`config.mk`:
```
export PLATFORM = sky130hd
export DESIGN_NAME = MapRegisters
export DESIGN_NICKNAME = d
export VERILOG_FILES = /design/src/memBusPkg.sv /design/src/MapRegisters.sv
export SDC_FILE = /design/constraint.sdc
export NUM_CORES = 1
export LEC_CHECK = 0
export CORE_MARGIN = 5
export CORE_UTILIZATION = 50
export DETAILED_ROUTE_END_ITERATION = 10
export DONT_BUFFER_PORTS = 1
export GPL_TIMING_DRIVEN = 0
export MAX_ROUTING_LAYER = met4
export PLACE_DENSITY_LB_ADDON = 0.1
export SLEW_MARGIN = 20
export SYNTH_ARGS = -nofsm -noshare
export SYNTH_HDL_FRONTEND = slang
export SYNTH_SLANG_ARGS = --single-unit
export TNS_END_PERCENT = 5
```
`constraint.sdc`:
```
create_clock -name i_clk -period 1.5 [get_ports i_clk]
set_input_delay 0.3 -clock i_clk [delete_from_list [all_inputs] [get_ports i_clk]]
set_output_delay 0.3 -clock i_clk [all_outputs]
set_load 0.03 [all_outputs]
```
`src/memBusPkg.sv`:
```
// Memory bus definitions
`default_nettype none

package memBusPkg;

	//////////////////////////////
	// Bus widths.
	//////////////////////////////

	// Width of one data word on the bus.
	localparam int DATA_WIDTH = 16;
	// Width of one bus address.
	localparam int ADDR_WIDTH = 16;

	//////////////////////////////
	// Run memory geometry.
	//////////////////////////////

	// Words held in the run memory.
	localparam int RUN_MEM_DEPTH = 256;
	// Low address bits that index it; higher bits alias.
	localparam int RUN_MEM_ADDR_BITS = 8;

	//////////////////////////////
	// Map region layout.
	//////////////////////////////

	// Top two address bits that select the map region.
	localparam logic [1:0] MAP_PREFIX = 2'b11;
	// Low address bits that select a map register.
	localparam int MAP_INDEX_BITS = 3;

	// Register indices.
	localparam logic [MAP_INDEX_BITS-1:0] MAP_REG_SCRATCH0 = 3'd0;
	localparam logic [MAP_INDEX_BITS-1:0] MAP_REG_SCRATCH1 = 3'd1;
	localparam logic [MAP_INDEX_BITS-1:0] MAP_REG_PORT     = 3'd2;
	localparam logic [MAP_INDEX_BITS-1:0] MAP_REG_WRCOUNT  = 3'd4;
	localparam logic [MAP_INDEX_BITS-1:0] MAP_REG_ID       = 3'd5;

	// Fixed word returned by the ID register.
	localparam logic [DATA_WIDTH-1:0] MAP_ID_VALUE = 16'h5A01;

endpackage

`default_nettype wire

```
`src/MapRegisters.sv`:
```
// Mapped register block
`timescale 1ns/1ns
`default_nettype none

module MapRegisters (
	input  logic                             i_clk,
	input  logic                             i_reset,

	// Decoded map controls.
	input  logic [memBusPkg::ADDR_WIDTH-1:0] i_memAddr,
	input  logic                             i_memMapWrEn,
	input  wire  [memBusPkg::DATA_WIDTH-1:0] i_memData,

	// Combinational read data back to the controller.
	output logic [memBusPkg::DATA_WIDTH-1:0] o_mapReadData,

	// Port register value.
	output logic [memBusPkg::DATA_WIDTH-1:0] o_portOut
);

//////////////////////////////
// Registers.
//////////////////////////////

// Low address bits pick the register and alias every 8 words.
logic [memBusPkg::MAP_INDEX_BITS-1:0] regIndex;

// Read-write words.
logic [memBusPkg::DATA_WIDTH-1:0] scratch0;
logic [memBusPkg::DATA_WIDTH-1:0] scratch1;
logic [memBusPkg::DATA_WIDTH-1:0] portReg;
// Wrapping count of accepted map writes.
logic [memBusPkg::DATA_WIDTH-1:0] wrCount;

assign regIndex = i_memAddr[memBusPkg::MAP_INDEX_BITS-1:0];

// Writes land at the end of the access cycle.
always_ff @(posedge i_clk) begin
	if (i_reset) begin
		scratch0 <= '0;
		scratch1 <= '0;
		portReg  <= '0;
		wrCount  <= '0;
	end else if (i_memMapWrEn) begin
		// Every map write counts, even to read-only words.
		wrCount <= wrCount + 1'b1;
		case (regIndex)
			memBusPkg::MAP_REG_SCRATCH0: scratch0 <= i_memData;
			memBusPkg::MAP_REG_SCRATCH1: scratch1 <= i_memData;
			memBusPkg::MAP_REG_PORT:     portReg  <= i_memData;
			// Read-only and unused words ignore the data.
			default: ;
		endcase
	end
end

//////////////////////////////
// Read mux.
//////////////////////////////

always_comb begin
	case (regIndex)
		memBusPkg::MAP_REG_SCRATCH0: o_mapReadData = scratch0;
		memBusPkg::MAP_REG_SCRATCH1: o_mapReadData = scratch1;
		memBusPkg::MAP_REG_PORT:     o_mapReadData = portReg;
		memBusPkg::MAP_REG_WRCOUNT:  o_mapReadData = wrCount;
		memBusPkg::MAP_REG_ID:       o_mapReadData = memBusPkg::MAP_ID_VALUE;
		// Unused indices read zero.
		default:                     o_mapReadData = '0;
	endcase
end

// Port output follows the register directly.
assign o_portOut = portReg;

endmodule

`default_nettype wire

```
==> impl_metrics.yaml <==
run_status:
  status: "finished with violations"
  violations: "negative setup slack"
detailed_routing:
  drt_iter0_drc: 131
  vias: 2718
  ant_nets: 0
  routed_via_density: 5.746
  totalWireLength_um: 8987
  wire_per_inst_um: 19.00
  drt_first_pass_iters: 4
  drcViolationCount: 0
yosys:
  yosysTopAreaCell: "dfxtp_1"
  ys.flop_type: "dfxtp_1"
  yosysSeqAreaShare_pct: 40.86
  ys_seq_elements: 64
  syn-instance-count: 379
  yosysTopAreaCellShare_pct: 40.86
  synthDistinctLibCells: 40
  synth_most_common_cell: "nand2_1"
  async_reset_ff_share_pct: 0
  syn_nets: 415
  synth.avg_cell_area_sq_um: 8.273
  syn_area_sq_mm: 0.003136
  synthTopCellsByCount: "102 x nand2_1, 64 x dfxtp_1, 48 x a21oi_1, 14 x o21ai_0, 13 x mux2i_1"
  ys_top_cells_by_area: "dfxtp_1 41%, nand2_1 12%, a21oi_1 7.7%"
  yosysWarnings: 0
  synth_edf_count: 0
cts:
  clk_pin_slew_worst_paths_ns: 0.08
  cts_buffer_depth: 2
  hold_buffers: 0
  cts_buffers: 9
  worstSkewPairLatency_ns: 0.34
  cts.sink_count: 64
  cts_root_buffer: "clkbuf_8"
  htree_levels: 3
  cts_tree: "built"
worst_setup_path:
  cp-start-kind: "register"
  critical_path_arrival_ns: 1.24
  cp_max_fo: 2
  endpoint_kind: "primary output"
  worstSetupPathType: "register to primary output"
  critical_path_required_ns: 1.20
placed_design:
  gp_congestion: 0.8091
  dp.final_hpwl_um: 6132
  io_buffers: 0
global_route:
  antenna_found_initial: 0
  grt_max_degree: 13
  grt_pass1_wl_um: 14480
  grt_usage_pct: 24.90
  grt_pass1_vias: 2741
  grt_overflow: 0
layout:
  fillers: 511
  postLayoutCoreUtil_pct: 67.42
  drive_above_1_share_pct: 40.95
  multi_input_area_sq_mm: 0.002096
  nNetsFinal: 429
  area_delta_synth_final_pct: 29.57
  antenna_cells: 0
  seqCellArea_sq_mm: 0.001344
sta:
  finalCritPeriodShare_pct: 102.5
  setup_viol: 13
  skew_ns: 0.008185
  fmax_mhz: 650.5
  drv_slew: 0
  tightest_slew_ns: 0.7030
  rsz0062_at_grt: "true"
  report.final.hold_viol_count: 0
  layout_setup_ws_ns: -0.03718
  timing.slew.headroom_pct: 53.13
  period_needed_ns: 1.537
floorplan:
  fp.dieArea_sq_mm: 0.007955
  rows: 28
  die_height_um: 89.19
  ioPinCount: 67
  start_util_pct: 52.03
  fp.dieW_um: 89.19
  fp.coreArea_sq_mm: 0.006026
power:
  p_per_area_mw_per_mm2: 893.7
  p_leak_nw: 1.331
  swShare_pct: 28.46
  p_int_mw: 2.598
  p_comb_share_pct: 11.4
  power_switching_mw: 1.033
  sequentialPowerShare_pct: 49.0
  power_mw: 3.631
  ir_worst_vdd_uv: 725.7
  clockPowerShare_pct: 39.6
flow_run:
  cap_violations: 0
worst_hold_path:
  hold_path.class: "primary input to register"
[layout by cell type (no fill, tap or decap), drive strengths merged, types with 5 or more instances in the layout]
| cell type | Yosys | routed |
|---|---|---|
| nand2 | 112 | 112 |
| mux2i | 13 | 13 |
| o21a | 5 | 5 |
| a2bb2oi | 11 | 11 |
| mux2 | 5 | 5 |
| dfxtp | 64 | 64 |
| nor4 | 5 | 5 |
| buf | 22 | 26 |
| nand4 | 6 | 6 |
| clkbuf | 9 | 19 |
| nor2 | 11 | 11 |
| a21oi | 58 | 58 |
| nor2b | 7 | 7 |
| o21ai | 15 | 15 |
[layer usage]
layer	global-route usage [%]	up-vias	routed length, um	share of wire, %
met5	-	-	0	0
met4	8.660	0	100	1.1
met3	6.083	15	545	6.1
met2	38.51	60	4460	50
met1	31.75	1296	3881	43
li1	-	1347	-	-
[path summary, 6_finish.rpt]
| kind | slack (ns) | to | from | cells after the start |
|---|---|---|---|---|
| worst max-delay path | -0.04 | o_mapReadData[6] | scratch0[6] | 3 |
| worst min-delay path | 0.07 | o_portOut[4] | i_memData[4] | 2 |
| worst max register to register | -0.02 | wrCount[11] | wrCount[3] | 4 |
| worst min register to register | 0.46 | scratch1[7] | scratch1[7] | 2 |
[through the flow]
stage	setup WS [ns]	hold slack, ns	std cells	area (sq um)	setup TNS [ns]
after floorplan	-0.02101	0.4357	379	3303	-0.1843
after global placement	-0.2857	0.4368	454	3397	-4.285
after detailed placement	-0.2756	0.4436	454	3397	-4.669
after CTS	-0.03489	0.06928	473	4006	-0.3003
after global routing	-0.07732	0.06296	473	4063	-1.033
final	-0.03718	0.07342	473	4063	-0.2226
[sequential cells by signal, indices dropped and copies added, names as in the netlist]
name / flops
scratch1: 16
wrCount: 16
scratch0: 16
o_portOut: 16
[cells by family (layout without fill, tap and decap cells)]
family | count (synthesis) | after routing | synth area share [%]
simple gates | 158 | 158 | 25.90
compound gates | 101 | 101 | 19.83
flops | 64 | 64 | 40.86
buf+inv | 33 | 52 | 5.946
mux | 18 | 18 | 5.945
xor+xnor | 4 | 4 | 1.118
fa+ha+maj | 1 | 1 | 0.3990
[power groups by stage]
| stage | clock network, mW | registers, mW | logic [mW] |
|---|---|---|---|
| 6_report | 1.44 | 1.78 | 0.414 |
| 3_3_place_gp | 0 | 1.82 | 0.313 |
| 2_1_floorplan | 0 | 1.81 | 0.255 |
| 5_1_grt | 1.54 | 1.78 | 0.444 |
| 4_1_cts | 1.45 | 1.78 | 0.405 |
| 3_5_place_dp | 0 | 1.82 | 0.316 |
[layout make-up]
| type | instances | area share (%) |
|---|---|---|
| multi-input cells | 282 | 51.59 |
| flip-flops and latches | 64 | 33.08 |
| plain buffers | 31 | 6.899 |
| clock buffers | 11 | 3.727 |
| well taps | 75 | 2.310 |
| repair buffers | 3 | 1.232 |
| clock inverters | 5 | 0.9855 |
| inverters | 2 | 0.1848 |
[worst max-delay path, cell delays in order, from the launching register on]
cell       delay [ns]
dfxtp_2          0.33
mux2i_2          0.16
a2bb2oi_2        0.27
o21ai_4          0.14
[repair_timing]
action                                  CTS  global route
gates cloned                              1             0
pin swaps                                13            13
buffers inserted                          2             0
gates resized for setup                  98            18
endpoints found under the setup margin   24            23
No activity file was read; power rests on OpenSTA's default activity.
