`src/memBusPkg.sv`:
```
// Memory bus definitions
`default_nettype none

package memBusPkg;

	//////////////////////////////
	// Bus widths.
	//////////////////////////////

	// Width of one data word on the bus.
	localparam int DATA_WIDTH = 16;
	// Width of one bus address.
	localparam int ADDR_WIDTH = 16;

	//////////////////////////////
	// Run memory geometry.
	//////////////////////////////

	// Words held in the run memory.
	localparam int RUN_MEM_DEPTH = 256;
	// Low address bits that index it; higher bits alias.
	localparam int RUN_MEM_ADDR_BITS = 8;

	//////////////////////////////
	// Map region layout.
	//////////////////////////////

	// Top two address bits that select the map region.
	localparam logic [1:0] MAP_PREFIX = 2'b11;
	// Low address bits that select a map register.
	localparam int MAP_INDEX_BITS = 3;

	// Register indices.
	localparam logic [MAP_INDEX_BITS-1:0] MAP_REG_SCRATCH0 = 3'd0;
	localparam logic [MAP_INDEX_BITS-1:0] MAP_REG_SCRATCH1 = 3'd1;
	localparam logic [MAP_INDEX_BITS-1:0] MAP_REG_PORT     = 3'd2;
	localparam logic [MAP_INDEX_BITS-1:0] MAP_REG_WRCOUNT  = 3'd4;
	localparam logic [MAP_INDEX_BITS-1:0] MAP_REG_ID       = 3'd5;

	// Fixed word returned by the ID register.
	localparam logic [DATA_WIDTH-1:0] MAP_ID_VALUE = 16'h5A01;

endpackage

`default_nettype wire

```
`src/JtagBridge.sv`:
```
// Debug host bus bridge
`timescale 1ns/1ns
`default_nettype none

module JtagBridge (
	input  logic                             i_clk,
	input  logic                             i_reset,

	// Host command strobe.
	input  logic [memBusPkg::ADDR_WIDTH-1:0] i_hostAddr,
	input  logic [memBusPkg::DATA_WIDTH-1:0] i_hostWrData,
	input  logic                             i_hostWr,
	input  logic                             i_hostEn,

	// Registered bus access.
	output logic [memBusPkg::ADDR_WIDTH-1:0] o_busAddr,
	output logic [memBusPkg::DATA_WIDTH-1:0] o_busWrData,
	output logic                             o_busWr,
	output logic                             o_busEn,

	// Sampled data line.
	input  wire  [memBusPkg::DATA_WIDTH-1:0] i_busData,

	// Read response back to the host.
	output logic [memBusPkg::DATA_WIDTH-1:0] o_hostRdData,
	output logic                             o_hostRdValid
);

//////////////////////////////
// Internal state.
//////////////////////////////

// High while the current bus access is a read.
logic rdPending;

//////////////////////////////
// Command stage.
//////////////////////////////

// Control state of the bus access.
// One strobe in gives exactly one access cycle out.
always_ff @(posedge i_clk) begin
	if (i_reset) begin
		o_busEn   <= 1'b0;
		o_busWr   <= 1'b0;
		rdPending <= 1'b0;
	end else begin
		o_busEn   <= i_hostEn;
		o_busWr   <= i_hostEn & i_hostWr;
		rdPending <= i_hostEn & ~i_hostWr;
	end
end

// Payload of the access.
always_ff @(posedge i_clk) begin
	if (i_hostEn) begin
		o_busAddr   <= i_hostAddr;
		o_busWrData <= i_hostWrData;
	end
end

//////////////////////////////
// Response stage.
//////////////////////////////

// Valid strobe trails the read access by one cycle.
always_ff @(posedge i_clk) begin
	if (i_reset) begin
		o_hostRdValid <= 1'b0;
	end else begin
		o_hostRdValid <= rdPending;
	end
end

// Capture the data line at the end of the read access.
always_ff @(posedge i_clk) begin
	if (rdPending) begin
		o_hostRdData <= i_busData;
	end
end

// Back-to-back accesses need back-to-back host strobes.
assert property (@(posedge i_clk) disable iff (i_reset)
	(o_busEn && $past(o_busEn)) |-> ($past(i_hostEn) && $past(i_hostEn, 2)));

endmodule

`default_nettype wire

```
`config.mk`:
```
export PLATFORM = sky130hd
export DESIGN_NAME = JtagBridge
export DESIGN_NICKNAME = d
export VERILOG_FILES = /design/src/memBusPkg.sv /design/src/JtagBridge.sv
export SDC_FILE = /design/constraint.sdc
export NUM_CORES = 1
export LEC_CHECK = 0
export BUFFER_PORTS_ARGS = -buffer_cell sky130_fd_sc_hd__buf_4
export CAP_MARGIN = 20
export CELL_PAD_IN_SITES_DETAIL_PLACEMENT = 1
export CELL_PAD_IN_SITES_GLOBAL_PLACEMENT = 1
export CORE_AREA = 4 4 61 104
export CTS_BUF_LIST = sky130_fd_sc_hd__clkbuf_8 sky130_fd_sc_hd__clkbuf_16
export DETAILED_ROUTE_END_ITERATION = 12
export DIE_AREA = 0 0 65 108
export PLACE_DENSITY = 0.76
export SETUP_SLACK_MARGIN = 0.3
export SLEW_MARGIN = 20
export SYNTH_ARGS = -nofsm -noshare
export SYNTH_HDL_FRONTEND = slang
export SYNTH_SLANG_ARGS = --single-unit
export TNS_END_PERCENT = 30
```
`constraint.sdc`:
```
create_clock -name i_clk -period 1.1 [get_ports i_clk]
set_input_delay 0.22 -clock i_clk [delete_from_list [all_inputs] [get_ports i_clk]]
set_output_delay 0.22 -clock i_clk [all_outputs]
set_load 0.02 [all_outputs]
```
==> impl_results.html <==
<table>
<tr><th>Metric</th><th>Value</th></tr>
<tr><th colspan="2">Synth</th></tr>
<tr><td>Average size of a mapped cell</td><td>27.7 sq um</td></tr>
<tr><td>Yosys Warn Count</td><td>0</td></tr>
<tr><td>Synthesized Nets</td><td>108</td></tr>
<tr><td>Flip-flop and latch count after synthesis</td><td>52</td></tr>
<tr><td>Unique cell type count in the Yosys netlist</td><td>5</td></tr>
<tr><td>Synthesized area</td><td>0.00155 sq mm</td></tr>
<tr><td>Number of instances in the synthesized netlist</td><td>56</td></tr>
<tr><td>Share of synthesized area occupied by flip-flops and latches</td><td>0.981</td></tr>
<tr><th colspan="2">Floorplanning</th></tr>
<tr><td>Full die area</td><td>0.00702 sq mm</td></tr>
<tr><td>Starting density of the core</td><td>0.280</td></tr>
<tr><td>I/O pin count</td><td>103</td></tr>
<tr><td>Die span in y</td><td>108 microns</td></tr>
<tr><td>Horizontal extent of the die</td><td>65 microns</td></tr>
<tr><td># rows</td><td>36</td></tr>
<tr><td>Total core area</td><td>0.00554 sq mm</td></tr>
<tr><th colspan="2">Timing</th></tr>
<tr><td>Normalized max-slew margin</td><td>0.720</td></tr>
<tr><td>Post-route clock period utilization</td><td>0.980</td></tr>
<tr><td>Worst Slack Setup Final</td><td>21.5 ps</td></tr>
<tr><td>Final Hold Fails</td><td>0</td></tr>
<tr><td>WHS</td><td>77.1 ps</td></tr>
<tr><td>Max Transition Viols Final</td><td>0</td></tr>
<tr><td>Total setup violations reported at the end of the flow</td><td>0</td></tr>
<tr><td>Sum of negative setup slack</td><td>0 ps</td></tr>
<tr><td>Max frequency</td><td>0.927 GHz</td></tr>
<tr><td>Actual slew at the worst max-slew pin</td><td>420 ps</td></tr>
<tr><td>Largest clock skew in the final design</td><td>1.06 ps</td></tr>
<tr><td>Unrepaired setup endpoints after global routing</td><td>yes</td></tr>
<tr><td>Post-route minimum period</td><td>1080 ps</td></tr>
<tr><th colspan="2">Final layout</th></tr>
<tr><td>Fraction of final layout cells sized beyond drive strength 1</td><td>0.681</td></tr>
<tr><td>Number of antenna repair diodes</td><td>0</td></tr>
<tr><td>Number of nets in the finished design</td><td>217</td></tr>
<tr><td>Utilization of the core after routing</td><td>0.491</td></tr>
<tr><td>Count of placed standard cells in the final layout, fillers left out</td><td>242</td></tr>
<tr><td>Relative area change from synthesis to final layout</td><td>75.3%</td></tr>
<tr><td>Design Area, Final</td><td>0.00272 sq mm</td></tr>
<tr><td>Count of fill cells added during filler insertion</td><td>553</td></tr>
<tr><td>Most used cells in the layout excluding fill and tap cells</td><td>buf_4, buf_6, edfxtp_1</td></tr>
<tr><th colspan="2">GRT</th></tr>
<tr><td>Number of antenna violations at the first check in global routing</td><td>0</td></tr>
<tr><td>Pin count of the biggest net entering global routing</td><td>36</td></tr>
<tr><td>Global-route congestion overflow total</td><td>0</td></tr>
<tr><td>Combined global-route utilization of all metal layers</td><td>0.114</td></tr>
<tr><td>Wire length of the first global-routing pass</td><td>5880 microns</td></tr>
<tr><td>Vias in the first global route</td><td>1,081</td></tr>
<tr><th colspan="2">Drt</th></tr>
<tr><td>Length of the first detailed-routing pass in iterations</td><td>4</td></tr>
<tr><td>Number of DRC markers after the initial detailed-route iteration</td><td>40</td></tr>
<tr><td>DRC violation count after routing</td><td>0</td></tr>
<tr><td>Vias</td><td>985</td></tr>
<tr><td>Post-detailed-routing wire length</td><td>3800 microns</td></tr>
<tr><td>Routed Antenna Nets</td><td>0</td></tr>
<tr><td>DR vias/cell</td><td>4.07</td></tr>
<tr><td>Routed length per placed instance</td><td>15.7 microns</td></tr>
<tr><th colspan="2">Place</th></tr>
<tr><td>GP Congestion</td><td>0.649</td></tr>
<tr><td>Number of input and output port buffers inserted</td><td>102</td></tr>
<tr><td>Setup Slack @ Placement</td><td>133 ps</td></tr>
<tr><td>Placed cell count</td><td>234</td></tr>
<tr><td>Cell area after placement</td><td>0.00241 sq mm</td></tr>
<tr><td>Detailed Place HPWL</td><td>3110 microns</td></tr>
<tr><th colspan="2">Clock network</th></tr>
<tr><td>Sink count of the clock tree</td><td>52</td></tr>
<tr><td>Clock transition at path regs</td><td>80 ps</td></tr>
<tr><td>Number of buffers added for setup after CTS</td><td>0</td></tr>
<tr><td>Clock buffers created by TritonCTS</td><td>5</td></tr>
<tr><td>Clock tree root buffer cell</td><td>clkbuf_8</td></tr>
<tr><td>Clock latency on the worst-skew pair</td><td>290 ps</td></tr>
<tr><td>CTS HTree Levels</td><td>2</td></tr>
<tr><td>TritonCTS clock tree</td><td>yes</td></tr>
<tr><td>Number of hold buffers added after CTS</td><td>0</td></tr>
<tr><td>Max Buffers Root-to-Sink</td><td>2</td></tr>
<tr><th colspan="2">Power</th></tr>
<tr><td>Max VDD drop</td><td>978 uV</td></tr>
<tr><td>Power density relative to cell area</td><td>1530 mW/mm^2</td></tr>
<tr><td>LEAKAGE</td><td>1.12 nW</td></tr>
<tr><td>Final total power</td><td>4.15 mW</td></tr>
<tr><th colspan="2">Critical path</th></tr>
<tr><td>Critical path's slowest cell</td><td>edfxtp_1</td></tr>
<tr><td>Cell family with the largest share of critical-path delay</td><td>flip-flops</td></tr>
<tr><td>Endpoint type of the worst setup path</td><td>output pin</td></tr>
<tr><td>Nature of the critical path startpoint</td><td>flop</td></tr>
<tr><td>Largest fanout of any net on the critical path</td><td>1</td></tr>
<tr><td>Type of the worst setup path</td><td>reg -&gt; out</td></tr>
<tr><td>Worst Path Required</td><td>880 ps</td></tr>
<tr><td>Critical-path cell list</td><td>buf_6</td></tr>
<tr><td>Arrival time reported for the critical path endpoint</td><td>860 ps</td></tr>
<tr><td>Slowest Stage Delay on Critical Path</td><td>410 ps</td></tr>
<tr><td>Sum of buffers and inverters on the critical path</td><td>1</td></tr>
<tr><th colspan="2">Run status</th></tr>
<tr><td>Run status</td><td>complete, no violations</td></tr>
<tr><th colspan="2">Job</th></tr>
<tr><td>Max-cap viol count</td><td>0</td></tr>
<tr><th colspan="2">Worst hold path</th></tr>
<tr><td>Path type of the worst min-delay path</td><td>in -&gt; reg</td></tr>
</table>
## per-layer routing
metal / share of wire / up-vias / GRT usage
met5: 0 / - / 0
li1: - / 437 / -
met4: 0.0095 / 0 / 0.0408
met3: 0.13 / 5 / 0.0520
met2: 0.54 / 81 / 0.204
met1: 0.32 / 462 / 0.113
## power breakdown
group          switching, mW  internal (mW)  leakage [nW]
clock network          0.564          0.666        0.0593
logic                  0.244          0.317         0.567
registers             0.0633           2.29         0.495
total                  0.871           3.27          1.12
## cells in the mapped netlist, drive strengths merged
library cell  instances  area share
edfxtp               48        0.93
dfxtp                 4       0.052
nor2b                 2      0.0081
and3b                 1      0.0057
nor3b                 1      0.0048
## kinds of logic (layout without fill, tap and decap cells)
| logic type | Yosys count | in the layout | share of synthesized area |
|---|---|---|---|
| and+or+nand+nor | 4 | 4 | 0.0186 |
| buffers and inverters | 0 | 110 | 0 |
| DFF | 52 | 52 | 0.981 |
## final timing paths
check / startpoint / end / slack, ps / cells past startpoint
setup / recovery: o_hostRdData[11] / o_hostRdData[11] / 20 / 1
hold / removal: i_hostWr / rdPending / 80 / 2
setup reg to reg: rdPending / o_hostRdData[7] / 310 / 0
hold reg to reg: rdPending / o_hostRdData[8] / 610 / 0
## state kept, by name (all words and copies together), names as in the netlist
register,count
o_busAddr,16
rdPending,1
o_busWr,1
o_busWrData,16
o_hostRdValid,1
o_busEn,1
o_hostRdData,16
## area by class of cell
type                       count  area [sq um]  area share
clock inverter                 3          38.8      0.0143
clock buffer                   5          68.8      0.0253
multi-input combinational      4          28.8      0.0106
sequential                    52          1530       0.563
timing repair buffer         102           957       0.352
tap                           76          95.1      0.0350
## timing repair
item                       in CTS  in global routing
setup endpoints to repair      51                 67
resized for setup              54                  0
hold endpoints to repair        0                  0
Power figures use the tool's default switching activity.
